$ cat config.mk
export PLATFORM = sky130hd
export DESIGN_NAME = perfCounterTop
export DESIGN_NICKNAME = d
export VERILOG_FILES = /design/src/common/perfCounterPkg.sv /design/src/hw/perfEventSource.sv /design/src/counterBank/counterBank.sv /design/src/hw/counterControlRegs.sv /design/src/hw/counterReadPort.sv /design/src/hw/perfCounterTop.sv
export SDC_FILE = /design/constraint.sdc
export NUM_CORES = 2
export LEC_CHECK = 0
export BUFFER_PORTS_ARGS = -buffer_cell sky130_fd_sc_hd__buf_2
export CORE_MARGIN = 2
export CORE_UTILIZATION = 30
export CTS_BUF_LIST = sky130_fd_sc_hd__clkbuf_4 sky130_fd_sc_hd__clkbuf_8 sky130_fd_sc_hd__clkbuf_16
export DETAILED_ROUTE_END_ITERATION = 8
export GPL_TIMING_DRIVEN = 1
export HOLD_SLACK_MARGIN = 0.15
export PLACE_DENSITY_LB_ADDON = 0.15
export SLEW_MARGIN = 10
export SYNTH_ARGS = -nofsm -noshare
export SYNTH_HDL_FRONTEND = slang
export SYNTH_SLANG_ARGS = --single-unit
$ cat constraint.sdc
create_clock -name clk -period 3.45 [get_ports clk]
set_input_delay 0.69 -clock clk [delete_from_list [all_inputs] [get_ports clk]]
set_output_delay 0.69 -clock clk [all_outputs]
set_load 0.03 [all_outputs]
$ cat src/common/perfCounterPkg.sv
// Shared types for the counter CSR unit; XLEN fixed at 32, 16 counters, event mapping fixed in RTL

package perfCounterPkg;

  ////////////////////
  // Sizes
  ////////////////////
  localparam int Xlen        = 32;                   // Register width
  localparam int NumCounters = 16;                   // Implemented counters 0..15
  localparam int CounterIdxW = $clog2(NumCounters);  // Bits to pick one counter

  typedef logic [11:0]            csrAdr_t;       // CSR address
  typedef logic [Xlen-1:0]        csrData_t;      // CSR data
  typedef logic [63:0]            counterVal_t;   // Full 64-bit count
  typedef logic [NumCounters-1:0] counterMask_t;  // One bit per counter
  typedef logic [1:0]             privMode_t;     // Privilege mode

  // Privilege encodings
  localparam privMode_t MMode = 2'd3;
  localparam privMode_t SMode = 2'd1;
  localparam privMode_t UMode = 2'd0;

  ////////////////////
  // CSR map
  ////////////////////
  localparam csrAdr_t MhpmCounterBase  = 12'hB00;  // mcycle, minstret, mhpmcounterN
  localparam csrAdr_t MhpmCounterHBase = 12'hB80;  // Upper halves
  localparam csrAdr_t HpmCounterBase   = 12'hC00;  // User read-only shadows
  localparam csrAdr_t HpmCounterHBase  = 12'hC80;
  localparam csrAdr_t TimeAdr          = 12'hC01;  // Shadow of platform mtime
  localparam csrAdr_t TimeHAdr         = 12'hC81;

  localparam csrAdr_t MCountInhibitAdr = 12'h320;
  localparam csrAdr_t MCounterEnAdr    = 12'h306;
  localparam csrAdr_t SCounterEnAdr    = 12'h106;

  // CSR access as seen in the memory stage
  typedef struct packed {
    logic      write;     // Write strobe, one cycle
    csrAdr_t   adr;
    csrData_t  writeVal;
    privMode_t privMode;  // Current privilege
  } csrReq_t;

  // Memory-stage event strobes
  typedef struct packed {
    logic       instrValidNotFlushed;
    logic       dirPredWrong;    // Direction predictor miss
    logic       btbPredPcWrong;  // BTB target miss
    logic       rasPredPcWrong;  // Return stack miss
    logic       classPredWrong;  // Instruction class mispredicted
    logic [4:0] instrClass;
    logic       dCacheAccess;
    logic       dCacheMiss;
    logic       iCacheAccess;
    logic       iCacheMiss;
  } pipeEvents_t;

  typedef struct packed {
    logic stallE;
    logic stallM;
    logic flushM;
    logic loadStallD;  // Load-use stall raised in decode
  } pipeCtrl_t;

  // Counter control registers
  typedef struct packed {
    counterMask_t inhibit;  // mcountinhibit
    counterMask_t mEnable;  // mcounteren
    counterMask_t sEnable;  // scounteren
  } counterCtrl_t;

endpackage

$ cat src/hw/perfEventSource.sv
// Event strobes are memory-stage pulses; counters 1 and 15 have no event source
`timescale 1ns/1ps

module perfEventSource (
  input  logic                        clk,
  input  logic                        reset,
  input  perfCounterPkg::pipeEvents_t events,
  input  perfCounterPkg::pipeCtrl_t   pipeCtrl,
  output perfCounterPkg::counterMask_t counterEvent
);
  import perfCounterPkg::*;

  logic loadStallE;  // Load stall in execute
  logic loadStallM;  // Load stall in memory
  logic validM;

  ////////////////////
  // Load-stall pipe
  ////////////////////

  // Held while execute is stalled, never flushed here
  always_ff @(posedge clk) begin
    if (reset) begin
      loadStallE <= 1'b0;
    end else if (!pipeCtrl.stallE) begin
      loadStallE <= pipeCtrl.loadStallD;
    end
  end

  // Flush at M drops the stall so it is never counted
  always_ff @(posedge clk) begin
    if (reset) begin
      loadStallM <= 1'b0;
    end else if (pipeCtrl.flushM) begin
      loadStallM <= 1'b0;
    end else if (!pipeCtrl.stallM) begin
      loadStallM <= loadStallE;
    end
  end

  ////////////////////
  // Event map
  ////////////////////
  assign validM = events.instrValidNotFlushed;

  always_comb begin
    counterEvent     = '0;
    counterEvent[0]  = 1'b1;        // mcycle
    counterEvent[1]  = 1'b0;        // No counter 1, time lives in the platform
    counterEvent[2]  = validM;      // minstret
    counterEvent[3]  = loadStallM;
    // Predictor and class events only count for retiring instructions
    counterEvent[4]  = events.dirPredWrong & validM;
    counterEvent[5]  = events.instrClass[0] & validM;  // Branch
    counterEvent[6]  = events.btbPredPcWrong & validM;
    counterEvent[7]  = (events.instrClass[4] | events.instrClass[2] |
                        events.instrClass[1]) & validM;  // Jumps, jalr, calls
    counterEvent[8]  = events.rasPredPcWrong & validM;
    counterEvent[9]  = events.instrClass[3] & validM;  // Return
    counterEvent[10] = events.classPredWrong & validM;
    // Cache strobes come straight from the caches
    counterEvent[11] = events.dCacheAccess;
    counterEvent[12] = events.dCacheMiss;
    counterEvent[13] = events.iCacheAccess;
    counterEvent[14] = events.iCacheMiss;
    counterEvent[15] = 1'b0;        // Spare
  end

endmodule

$ cat src/counterBank/counterBank.sv
// 64-bit counters kept as 32-bit halves; a CSR write beats the increment only for the half written
`timescale 1ns/1ps

module counterBank (
  input  logic                          clk,
  input  logic                          reset,
  input  perfCounterPkg::csrReq_t       csrReq,
  input  perfCounterPkg::counterMask_t  counterEvent,
  input  perfCounterPkg::counterMask_t  inhibit,
  output perfCounterPkg::csrData_t      counterLo [perfCounterPkg::NumCounters],
  output perfCounterPkg::csrData_t      counterHi [perfCounterPkg::NumCounters]
);
  import perfCounterPkg::*;

  counterMask_t countEn;  // Event and not inhibited

  assign countEn = counterEvent & ~inhibit;

  ////////////////////
  // Counter slices
  ////////////////////
  for (genvar i = 0; i < NumCounters; i++) begin : g_counter
    counterVal_t plusOne;  // Current count plus this cycle's event
    logic        writeLo;
    logic        writeHi;
    csrData_t    nextLo;
    csrData_t    nextHi;

    // Full 64-bit add so the carry reaches the high half
    assign plusOne = {counterHi[i], counterLo[i]} + counterVal_t'(countEn[i]);

    assign writeLo = csrReq.write & (csrReq.adr == csrAdr_t'(MhpmCounterBase + i));
    assign writeHi = csrReq.write & (csrReq.adr == csrAdr_t'(MhpmCounterHBase + i));

    // Written half takes the CSR data, the other keeps its part of the sum
    assign nextLo = writeLo ? csrReq.writeVal : plusOne[Xlen-1:0];
    assign nextHi = writeHi ? csrReq.writeVal : plusOne[63:Xlen];

    always_ff @(posedge clk) begin
      if (reset) begin
        counterLo[i] <= '0;
        counterHi[i] <= '0;
      end else begin
        counterLo[i] <= nextLo;
        counterHi[i] <= nextHi;
      end
    end
  end

endmodule

$ cat src/hw/counterControlRegs.sv
// Only the low NumCounters bits of each control CSR exist; upper bits read back as zero
`timescale 1ns/1ps

module counterControlRegs (
  input  logic                         clk,
  input  logic                         reset,
  input  perfCounterPkg::csrReq_t      csrReq,
  output perfCounterPkg::counterCtrl_t ctrl
);
  import perfCounterPkg::*;

  counterMask_t newVal;  // Implemented bits of the write data
  logic         writeInhibit;
  logic         writeMEn;
  logic         writeSEn;

  assign newVal = csrReq.writeVal[NumCounters-1:0];

  ////////////////////
  // Write decode
  ////////////////////
  assign writeInhibit = csrReq.write & (csrReq.adr == MCountInhibitAdr);
  assign writeMEn     = csrReq.write & (csrReq.adr == MCounterEnAdr);
  assign writeSEn     = csrReq.write & (csrReq.adr == SCounterEnAdr);

  always_ff @(posedge clk) begin
    if (reset) begin
      ctrl <= '0;  // Everything counts, nothing visible below M
    end else begin
      if (writeInhibit) ctrl.inhibit <= newVal;
      if (writeMEn)     ctrl.mEnable <= newVal;  // Opens counters to S and U
      if (writeSEn)     ctrl.sEnable <= newVal;  // Further opens them to U
    end
  end

endmodule

$ cat src/hw/counterReadPort.sv
// Combinational read of pre-edge values; counters 16-31 and unmapped addresses flag illegal
`timescale 1ns/1ps

module counterReadPort (
  input  perfCounterPkg::csrReq_t      csrReq,
  input  perfCounterPkg::counterCtrl_t ctrl,
  input  perfCounterPkg::csrData_t     counterLo [perfCounterPkg::NumCounters],
  input  perfCounterPkg::csrData_t     counterHi [perfCounterPkg::NumCounters],
  input  perfCounterPkg::counterVal_t  mtime,
  output perfCounterPkg::csrData_t     readVal,
  output logic                         illegalAccess
);
  import perfCounterPkg::*;

  logic [CounterIdxW-1:0] counterIdx;  // Counter picked by the address
  logic                   mMode;
  logic                   userEnabled; // Counteren bits let a lower mode in
  logic                   hit;         // Address is mapped here
  logic                   machineOnly;
  logic                   legal;
  csrData_t               value;

  // Address lies in a 32-entry bank and names an implemented counter
  function automatic logic inBank(csrAdr_t adr, csrAdr_t base);
    return (adr[11:5] == base[11:5]) && (adr[4:0] < 5'(NumCounters));
  endfunction

  assign counterIdx = csrReq.adr[CounterIdxW-1:0];
  assign mMode      = (csrReq.privMode == MMode);

  // S needs mcounteren only, U needs scounteren as well
  assign userEnabled = ctrl.mEnable[counterIdx] &
                       ((csrReq.privMode == SMode) | ctrl.sEnable[counterIdx]);

  ////////////////////
  // Address decode
  ////////////////////
  always_comb begin
    value       = '0;
    hit         = 1'b1;
    machineOnly = 1'b0;
    if (csrReq.adr == TimeAdr) begin              // Ahead of hpmcounter1
      value = mtime[Xlen-1:0];
    end else if (csrReq.adr == TimeHAdr) begin
      value = mtime[63:Xlen];
    end else if (inBank(csrReq.adr, HpmCounterBase)) begin
      value = counterLo[counterIdx];
    end else if (inBank(csrReq.adr, HpmCounterHBase)) begin
      value = counterHi[counterIdx];
    end else if (inBank(csrReq.adr, MhpmCounterBase)) begin
      value       = counterLo[counterIdx];
      machineOnly = 1'b1;
    end else if (inBank(csrReq.adr, MhpmCounterHBase)) begin
      value       = counterHi[counterIdx];
      machineOnly = 1'b1;
    end else if (csrReq.adr == MCountInhibitAdr) begin
      value       = csrData_t'(ctrl.inhibit);
      machineOnly = 1'b1;
    end else if (csrReq.adr == MCounterEnAdr) begin
      value       = csrData_t'(ctrl.mEnable);
      machineOnly = 1'b1;
    end else if (csrReq.adr == SCounterEnAdr) begin
      value       = csrData_t'(ctrl.sEnable);  // Machine-only in this unit
      machineOnly = 1'b1;
    end else begin
      hit = 1'b0;                                  // Not ours, or counter 16+
    end
  end

  // Privilege check, then zero the data on any failure
  assign legal         = hit & (mMode | (~machineOnly & userEnabled));
  assign readVal       = legal ? value : '0;
  assign illegalAccess = ~legal;

endmodule

$ cat src/hw/perfCounterTop.sv
// Counter CSR unit for an RV32 core; accesses are single-cycle levels with no handshake
`timescale 1ns/1ps

module perfCounterTop (
  input  logic                        clk,
  input  logic                        reset,
  input  perfCounterPkg::csrReq_t     csrReq,
  input  perfCounterPkg::pipeEvents_t events,
  input  perfCounterPkg::pipeCtrl_t   pipeCtrl,
  input  perfCounterPkg::counterVal_t mtime,     // Platform timer
  output perfCounterPkg::csrData_t    readVal,
  output logic                        illegalAccess
);
  import perfCounterPkg::*;

  counterMask_t counterEvent;              // Increment strobes
  counterCtrl_t ctrl;
  csrData_t     counterLo [NumCounters];
  csrData_t     counterHi [NumCounters];

  ////////////////////
  // Event strobes
  ////////////////////
  perfEventSource u_eventSource (
    .clk          (clk),
    .reset        (reset),
    .events       (events),
    .pipeCtrl     (pipeCtrl),
    .counterEvent (counterEvent)
  );

  counterBank u_counterBank (
    .clk          (clk),
    .reset        (reset),
    .csrReq       (csrReq),
    .counterEvent (counterEvent),
    .inhibit      (ctrl.inhibit),
    .counterLo    (counterLo),
    .counterHi    (counterHi)
  );

  counterControlRegs u_controlRegs (
    .clk    (clk),
    .reset  (reset),
    .csrReq (csrReq),
    .ctrl   (ctrl)
  );

  ////////////////////
  // CSR read side
  ////////////////////
  counterReadPort u_readPort (
    .csrReq        (csrReq),
    .ctrl          (ctrl),
    .counterLo     (counterLo),
    .counterHi     (counterHi),
    .mtime         (mtime),
    .readVal       (readVal),
    .illegalAccess (illegalAccess)
  );

endmodule

* Yosys cells after proc, flatten, opt, wreduce, memory -nomap -nowiden
Index checks and enable logic that the tools add are counted.
** Storage, ports and cells
- Flip-flop bits (word level) :: 1074
- Word-level logic and storage cells :: 223
- Output and inout bits :: 33
** Operators by class
- Multiplexer cells :: 65
- Bitwise gates (word level) :: 54
- Add/sub/neg operators :: 16
- Magnitude comparators :: 3
- Eq/ne operators :: 43
- Reductions and logical operators :: 5
** Operators by type and width (number)
- two-way mux 32 bit :: 45
- adder 64 x 1 -> 64 bit :: 16
- equality test 12 bit (second input constant) :: 34
- binary-select mux 32 bit (select 4 bit) :: 2
- bitwise AND 1 bit :: 45
- equality test 7 bit (second input constant) :: 4
- equality test 12 x 10 -> 1 bit (second input constant) :: 2
- bitwise AND 15 x 16 -> 16 bit :: 1
- two-way mux 16 bit :: 1
- inverter 16 bit :: 1
- two-way mux 1 bit :: 15
- equality test 12 x 9 -> 1 bit (second input constant) :: 1
- binary-select mux 1 bit (select 4 bit) :: 2
- >= comparator 5 bit (second input constant) :: 1
- < comparator 4 x 5 -> 1 bit (second input constant) :: 1
- < comparator 5 bit (second input constant) :: 1
- inverter 4 -> 5 bit :: 1
- logical AND 1 bit :: 4
- bitwise OR 1 bit :: 4
- equality test 2 x 1 -> 1 bit (second input constant) :: 1
- equality test 2 bit (second input constant) :: 1
- inverter 1 bit :: 2
- OR reduction 2 bit :: 1

* Longest topological paths before layout
- Depth after elaboration :: 15
- Mapped depth :: 13

* Modules after synthesis
Synthesis repeated with hierarchy kept, for this count alone.
** Unflattened totals
- Cells, all modules :: 7806
- Area total of the unflattened synthesis :: 66521.3 µm²
** Modules (own cells, without submodules)
- counterBank :: instances 1, cells each 6782, seq. area each 20499.7 µm², area an instance 54543.6 µm²
- counterReadPort :: instances 1, cells each 819, seq. area each 0.0 µm², area an instance 9726.8 µm²
- counterControlRegs :: instances 1, cells each 181, seq. area each 960.9 µm², area an instance 2055.7 µm²
- perfEventSource :: instances 1, cells each 24, seq. area each 40.0 µm², area an instance 195.2 µm²

* Least setup slack after synthesis
OpenSTA, ideal clock, no wires.
- Path kind :: input to output
- Start :: input csrReq[34] in the netlist's numbering
- End :: output readVal[5]
- Path slack :: -518 ps
- Arrival time :: 3278 ps
- Stages :: 10
- Path through :: buf_2 -> buf_2 -> buf_2 -> buf_2 -> buf_1 -> clkbuf_1 -> nor3_1 -> nor3_1 -> nand2_1 -> a211oi_1
** On the way
- Longest elaborated chain between the ends :: 15
- Elaborated cells between the ends (all ways) :: 50
- Classes of those cells :: 1 x order compare; 5 x eq/ne; 33 x mux; 7 x bitwise; 4 x reduce/logical
** RTL lines
- start, declared :: line perfCounterTop.sv:7 : input perfCounterPkg::csrReq_t csrReq,
- equality test 12 x 9 -> 1 bit :: line counterReadPort.sv:62 : end else if (csrReq.adr == SCounterEnAdr) begin
- two-way mux 1 bit :: line counterReadPort.sv:62
- two-way mux 1 bit :: line counterReadPort.sv:59 : end else if (csrReq.adr == MCounterEnAdr) begin
- two-way mux 1 bit :: line counterReadPort.sv:56 : end else if (csrReq.adr == MCountInhibitAdr) begin
- two-way mux 1 bit :: line counterReadPort.sv:53 : end else if (inBank(csrReq.adr, MhpmCounterHBase)) begin
- two-way mux 1 bit :: line counterReadPort.sv:50 : end else if (inBank(csrReq.adr, MhpmCounterBase)) begin
- two-way mux 1 bit :: line counterReadPort.sv:48 : end else if (inBank(csrReq.adr, HpmCounterHBase)) begin
- two-way mux 1 bit :: line counterReadPort.sv:46 : end else if (inBank(csrReq.adr, HpmCounterBase)) begin
- two-way mux 1 bit :: line counterReadPort.sv:44 : end else if (csrReq.adr == TimeHAdr) begin
- two-way mux 1 bit :: line counterReadPort.sv:42 : if (csrReq.adr == TimeAdr) begin
- inverter 1 bit :: line counterReadPort.sv:71 : assign legal = hit & (mMode | (~machineOnly & userEnabled));
- bitwise AND 1 bit :: line counterReadPort.sv:71
- bitwise OR 1 bit :: line counterReadPort.sv:71
- bitwise AND 1 bit :: line counterReadPort.sv:71
- two-way mux 32 bit (*) :: line counterReadPort.sv:72 : assign readVal = legal ? value : '0;
- end, declared :: line perfCounterTop.sv:11 : output perfCounterPkg::csrData_t readVal,
Every way passes the cells marked *; elsewhere a longest branch is shown, timed or not. The select of a mux whose other input is x is not followed.

* Worst setup path in the final report
- Start :: input csrReq[35] in the netlist's numbering
- End :: output readVal[27]
Same word-level chain as after synthesis.

==> results.json <==
{
  "yosys_warnings": 0,
  "tightest_slew_ns": 1.21,
  "cp_cell_sequence": "buf_16, buf_6, buf_16, buf_6, mux4_2, a221oi_4, buf_6, o22ai_4, o21ai_2, nor2_4, buf_6",
  "htreeDepth": 4,
  "drive_gt1_frac": 0.222,
  "fin_cells": 11100,
  "cts_tree": "done",
  "dp_cells": 10800,
  "dieHeight_um": 464,
  "slowest_stage": "mux4_2",
  "hold_start": "csrReq[5]",
  "dp_hpwl_um": 259000,
  "hold_viol": 0,
  "nFillCells": 21300,
  "layout_commonest_cell": "nor2_1",
  "fin_crit_ns": 3.71,
  "r2r-start": "u_eventSource.loadStallM",
  "clk_pin_slew_ns": 0.06,
  "crit_top_cell": "buf_6",
  "synthDistinctLibCells": 67,
  "syn2layout_area_growth_pct": 26.5,
  "ys_ff_latch": 1074,
  "crit_path_start": "csrReq[35]",
  "synthesis.area_um2": 63500,
  "grt_util_all_layers": 0.315,
  "slew-limit-headroom": 0.189,
  "ys_seq_area_frac": 0.338,
  "cp-end-kind": "primary output",
  "fin_crit_sh": 1.07,
  "ios": 164,
  "hold_class": "in -> reg",
  "first_pass_iters": 5,
  "violations": "setup timing",
  "row_count": 168,
  "clock_sinks": 1074,
  "finClkSkew_ns": 0.0375,
  "cts_buffer_depth": 3,
  "finalSetupViolCount": 33,
  "slew_viol_final": 0,
  "cts_buffers": 137,
  "initial_core_util": 0.303,
  "drt_iter0_markers": 7746,
  "synthesis.nets": 7858,
  "core_area_um2": 210000,
  "critPathBufInv": 6,
  "leakagePower_nw": 26.9,
  "io_buffers": 163,
  "viasPerCell": 5.81,
  "via_count": 64600,
  "outcome": "finished, violations left",
  "max_clock_freq_ghz": 0.270,
  "worst_path_largest_cell_delay_ns": 0.61,
  "synth_area_per_cell_um2": 8.25,
  "layout_common_cells": "nor2_1 (1048), dfxtp_1 (931), a211oi_1 (784)",
  "cp_top_family": "buffers and inverters",
  "grt_overflow": 0,
  "grt_pass1_vias": 60100,
  "crit_type": "in -> out",
  "synth_edf_count": 0,
  "ys.flop_type": "dfxtp_1",
  "required_ns": 2.76,
  "final.setup.worst_slack_ns": -0.256,
  "dieArea_um2": 215000,
  "grt_pass1_wl_um": 485000,
  "async_reset_ff_frac": 0,
  "clk_latency_ns": 0.83,
  "rsz0062_at_grt": "yes",
  "synthCells": 7699,
  "wl_um": 351000,
  "start_kind": "input port",
  "vdd_drop_max_mv": 0.472,
  "dieWidth_um": 464,
  "power_mw": 29.7,
  "antenna_found_initial": 26,
  "crit_fanout": 7,
  "cts_root_buf": "clkbuf_16",
  "gp_congestion": 0.989,
  "grt_start_max_net_pins": 192,
  "cap_viol_max_count": 0,
  "drtAntennaViolNets": 0,
  "wl_per_cell_um": 31.6,
  "final_nets": 8348,
  "power.density_nw_per_um2": 370,
  "drc": 0,
  "arrival_ns": 3.02
}
==> worst reg2reg max path, cell delays in order, from the launching register on <==
cell and delay [ns]:
dfxtp_2 0.39, nor2b_4 0.25, buf_4 0.14, ha_1 0.20, buf_4 0.14, and4_1 0.23, and4_1 0.24, buf_4 0.17
nand4_1 0.12, buf_4 0.23, or4_4 0.49, or4_1 0.49, a31oi_1 0.17
==> registers in the layout, indices dropped and copies added (netlist names) <==
| register | cells |
|---|---|
| u_counterBank.counterLo | 512 |
| u_counterBank.counterHi | 512 |
| u_controlRegs.ctrl | 48 |
| u_eventSource.loadStallE | 1 |
| u_eventSource.loadStallM | 1 |
==> report_power, final <==
group          internal [mW]  switching [mW]  total (mW)
Sequential              12.4          0.0415        12.5
Clock                   8.69            6.36        15.0
Combinational          0.725            1.49        2.22
==> cells in the mapped netlist (100+ instances only) <==
| cell | count | area share |
|---|---|---|
| a211oi_1 | 798 | 0.094 |
| nand3_1 | 380 | 0.030 |
| clkbuf_1 | 507 | 0.030 |
| xnor2_1 | 375 | 0.052 |
| dfxtp_1 | 1074 | 0.34 |
| and4_1 | 125 | 0.017 |
| nor3_1 | 211 | 0.017 |
| nand2_1 | 728 | 0.043 |
| nor2_1 | 1071 | 0.063 |
| mux4_2 | 194 | 0.069 |
| nand4_1 | 269 | 0.026 |
| inv_1 | 103 | 0.0061 |
| mux2i_1 | 188 | 0.030 |
| a21oi_1 | 225 | 0.018 |
| xor2_1 | 410 | 0.057 |
| and3_1 | 143 | 0.014 |
| nor4_1 | 100 | 0.0098 |
==> metrics by stage <==
stage	worst slack, ns	hold WS [ns]	TNS, ns	utilization	area, µm²
6_report	-0.256	0.245	-4.76	0.383	80300
5_1_grt	-0.250	0.242	-6.35	0.382	80300
4_1_cts	-0.206	0.213	-5.40	0.380	79800
3_5_place_dp	-0.942	0.446	-28.56	0.348	73000
3_3_place_gp	-0.878	0.439	-25.21	0.348	73000
2_1_floorplan	-0.0862	0.432	-1.19	-	63800
==> path summary, 6_finish.rpt <==
path,cells past startpoint,to,slack [ns]
worst max register to register,12,u_counterBank.counterHi[415],0.11
worst max-delay path,11,readVal[27],-0.26
worst min register to register,2,u_counterBank.counterLo[17],0.45
worst min-delay path,3,u_counterBank.counterHi[3],0.25
==> routing by layer <==
metal | up-vias | GRT usage | wire [µm]
li1 | 29100 | - | -
met1 | 31900 | 0.410 | 143000
met2 | 2858 | 0.488 | 156000
met3 | 711 | 0.0468 | 25700
met4 | 4 | 0.200 | 25500
met5 | - | 0 | 29
==> cell type report <==
| class | instances | area, µm² | area share |
|---|---|---|---|
| multi-input combinational | 5867 | 40600 | 0.506 |
| tap | 2805 | 3510 | 0.0437 |
| timing repair buffer | 1005 | 9440 | 0.117 |
| antenna | 8 | 20.0 | 0.000249 |
| clock buffer | 201 | 4110 | 0.0512 |
| sequential | 1074 | 21800 | 0.271 |
| inverter | 104 | 390 | 0.00486 |
| clock inverter | 41 | 473 | 0.00589 |
==> kinds of logic after synthesis <==
group                    after synthesis  share of synthesized area
XOR/XNOR                             785                      0.108
adder cells (fa/ha/maj)               28                    0.00552
buffers and inverters                758                     0.0459
multiplexers                         390                     0.0998
AND/OR/NAND/NOR                     3259                      0.247
AO/OA/AOI/OAI                       1405                      0.156
flip-flops                          1074                      0.338
==> repair_timing <==
item | in CTS | in global routing
setup buffers | 66 | 26
pin swaps | 62 | 41
endpoints found under the hold margin | 2 | 0
hold buffers | 4 | 0
resized for setup | 423 | 102
gates cloned | 9 | 0
endpoints found under the setup margin | 41 | 35
Power figures use the tool's default switching activity.
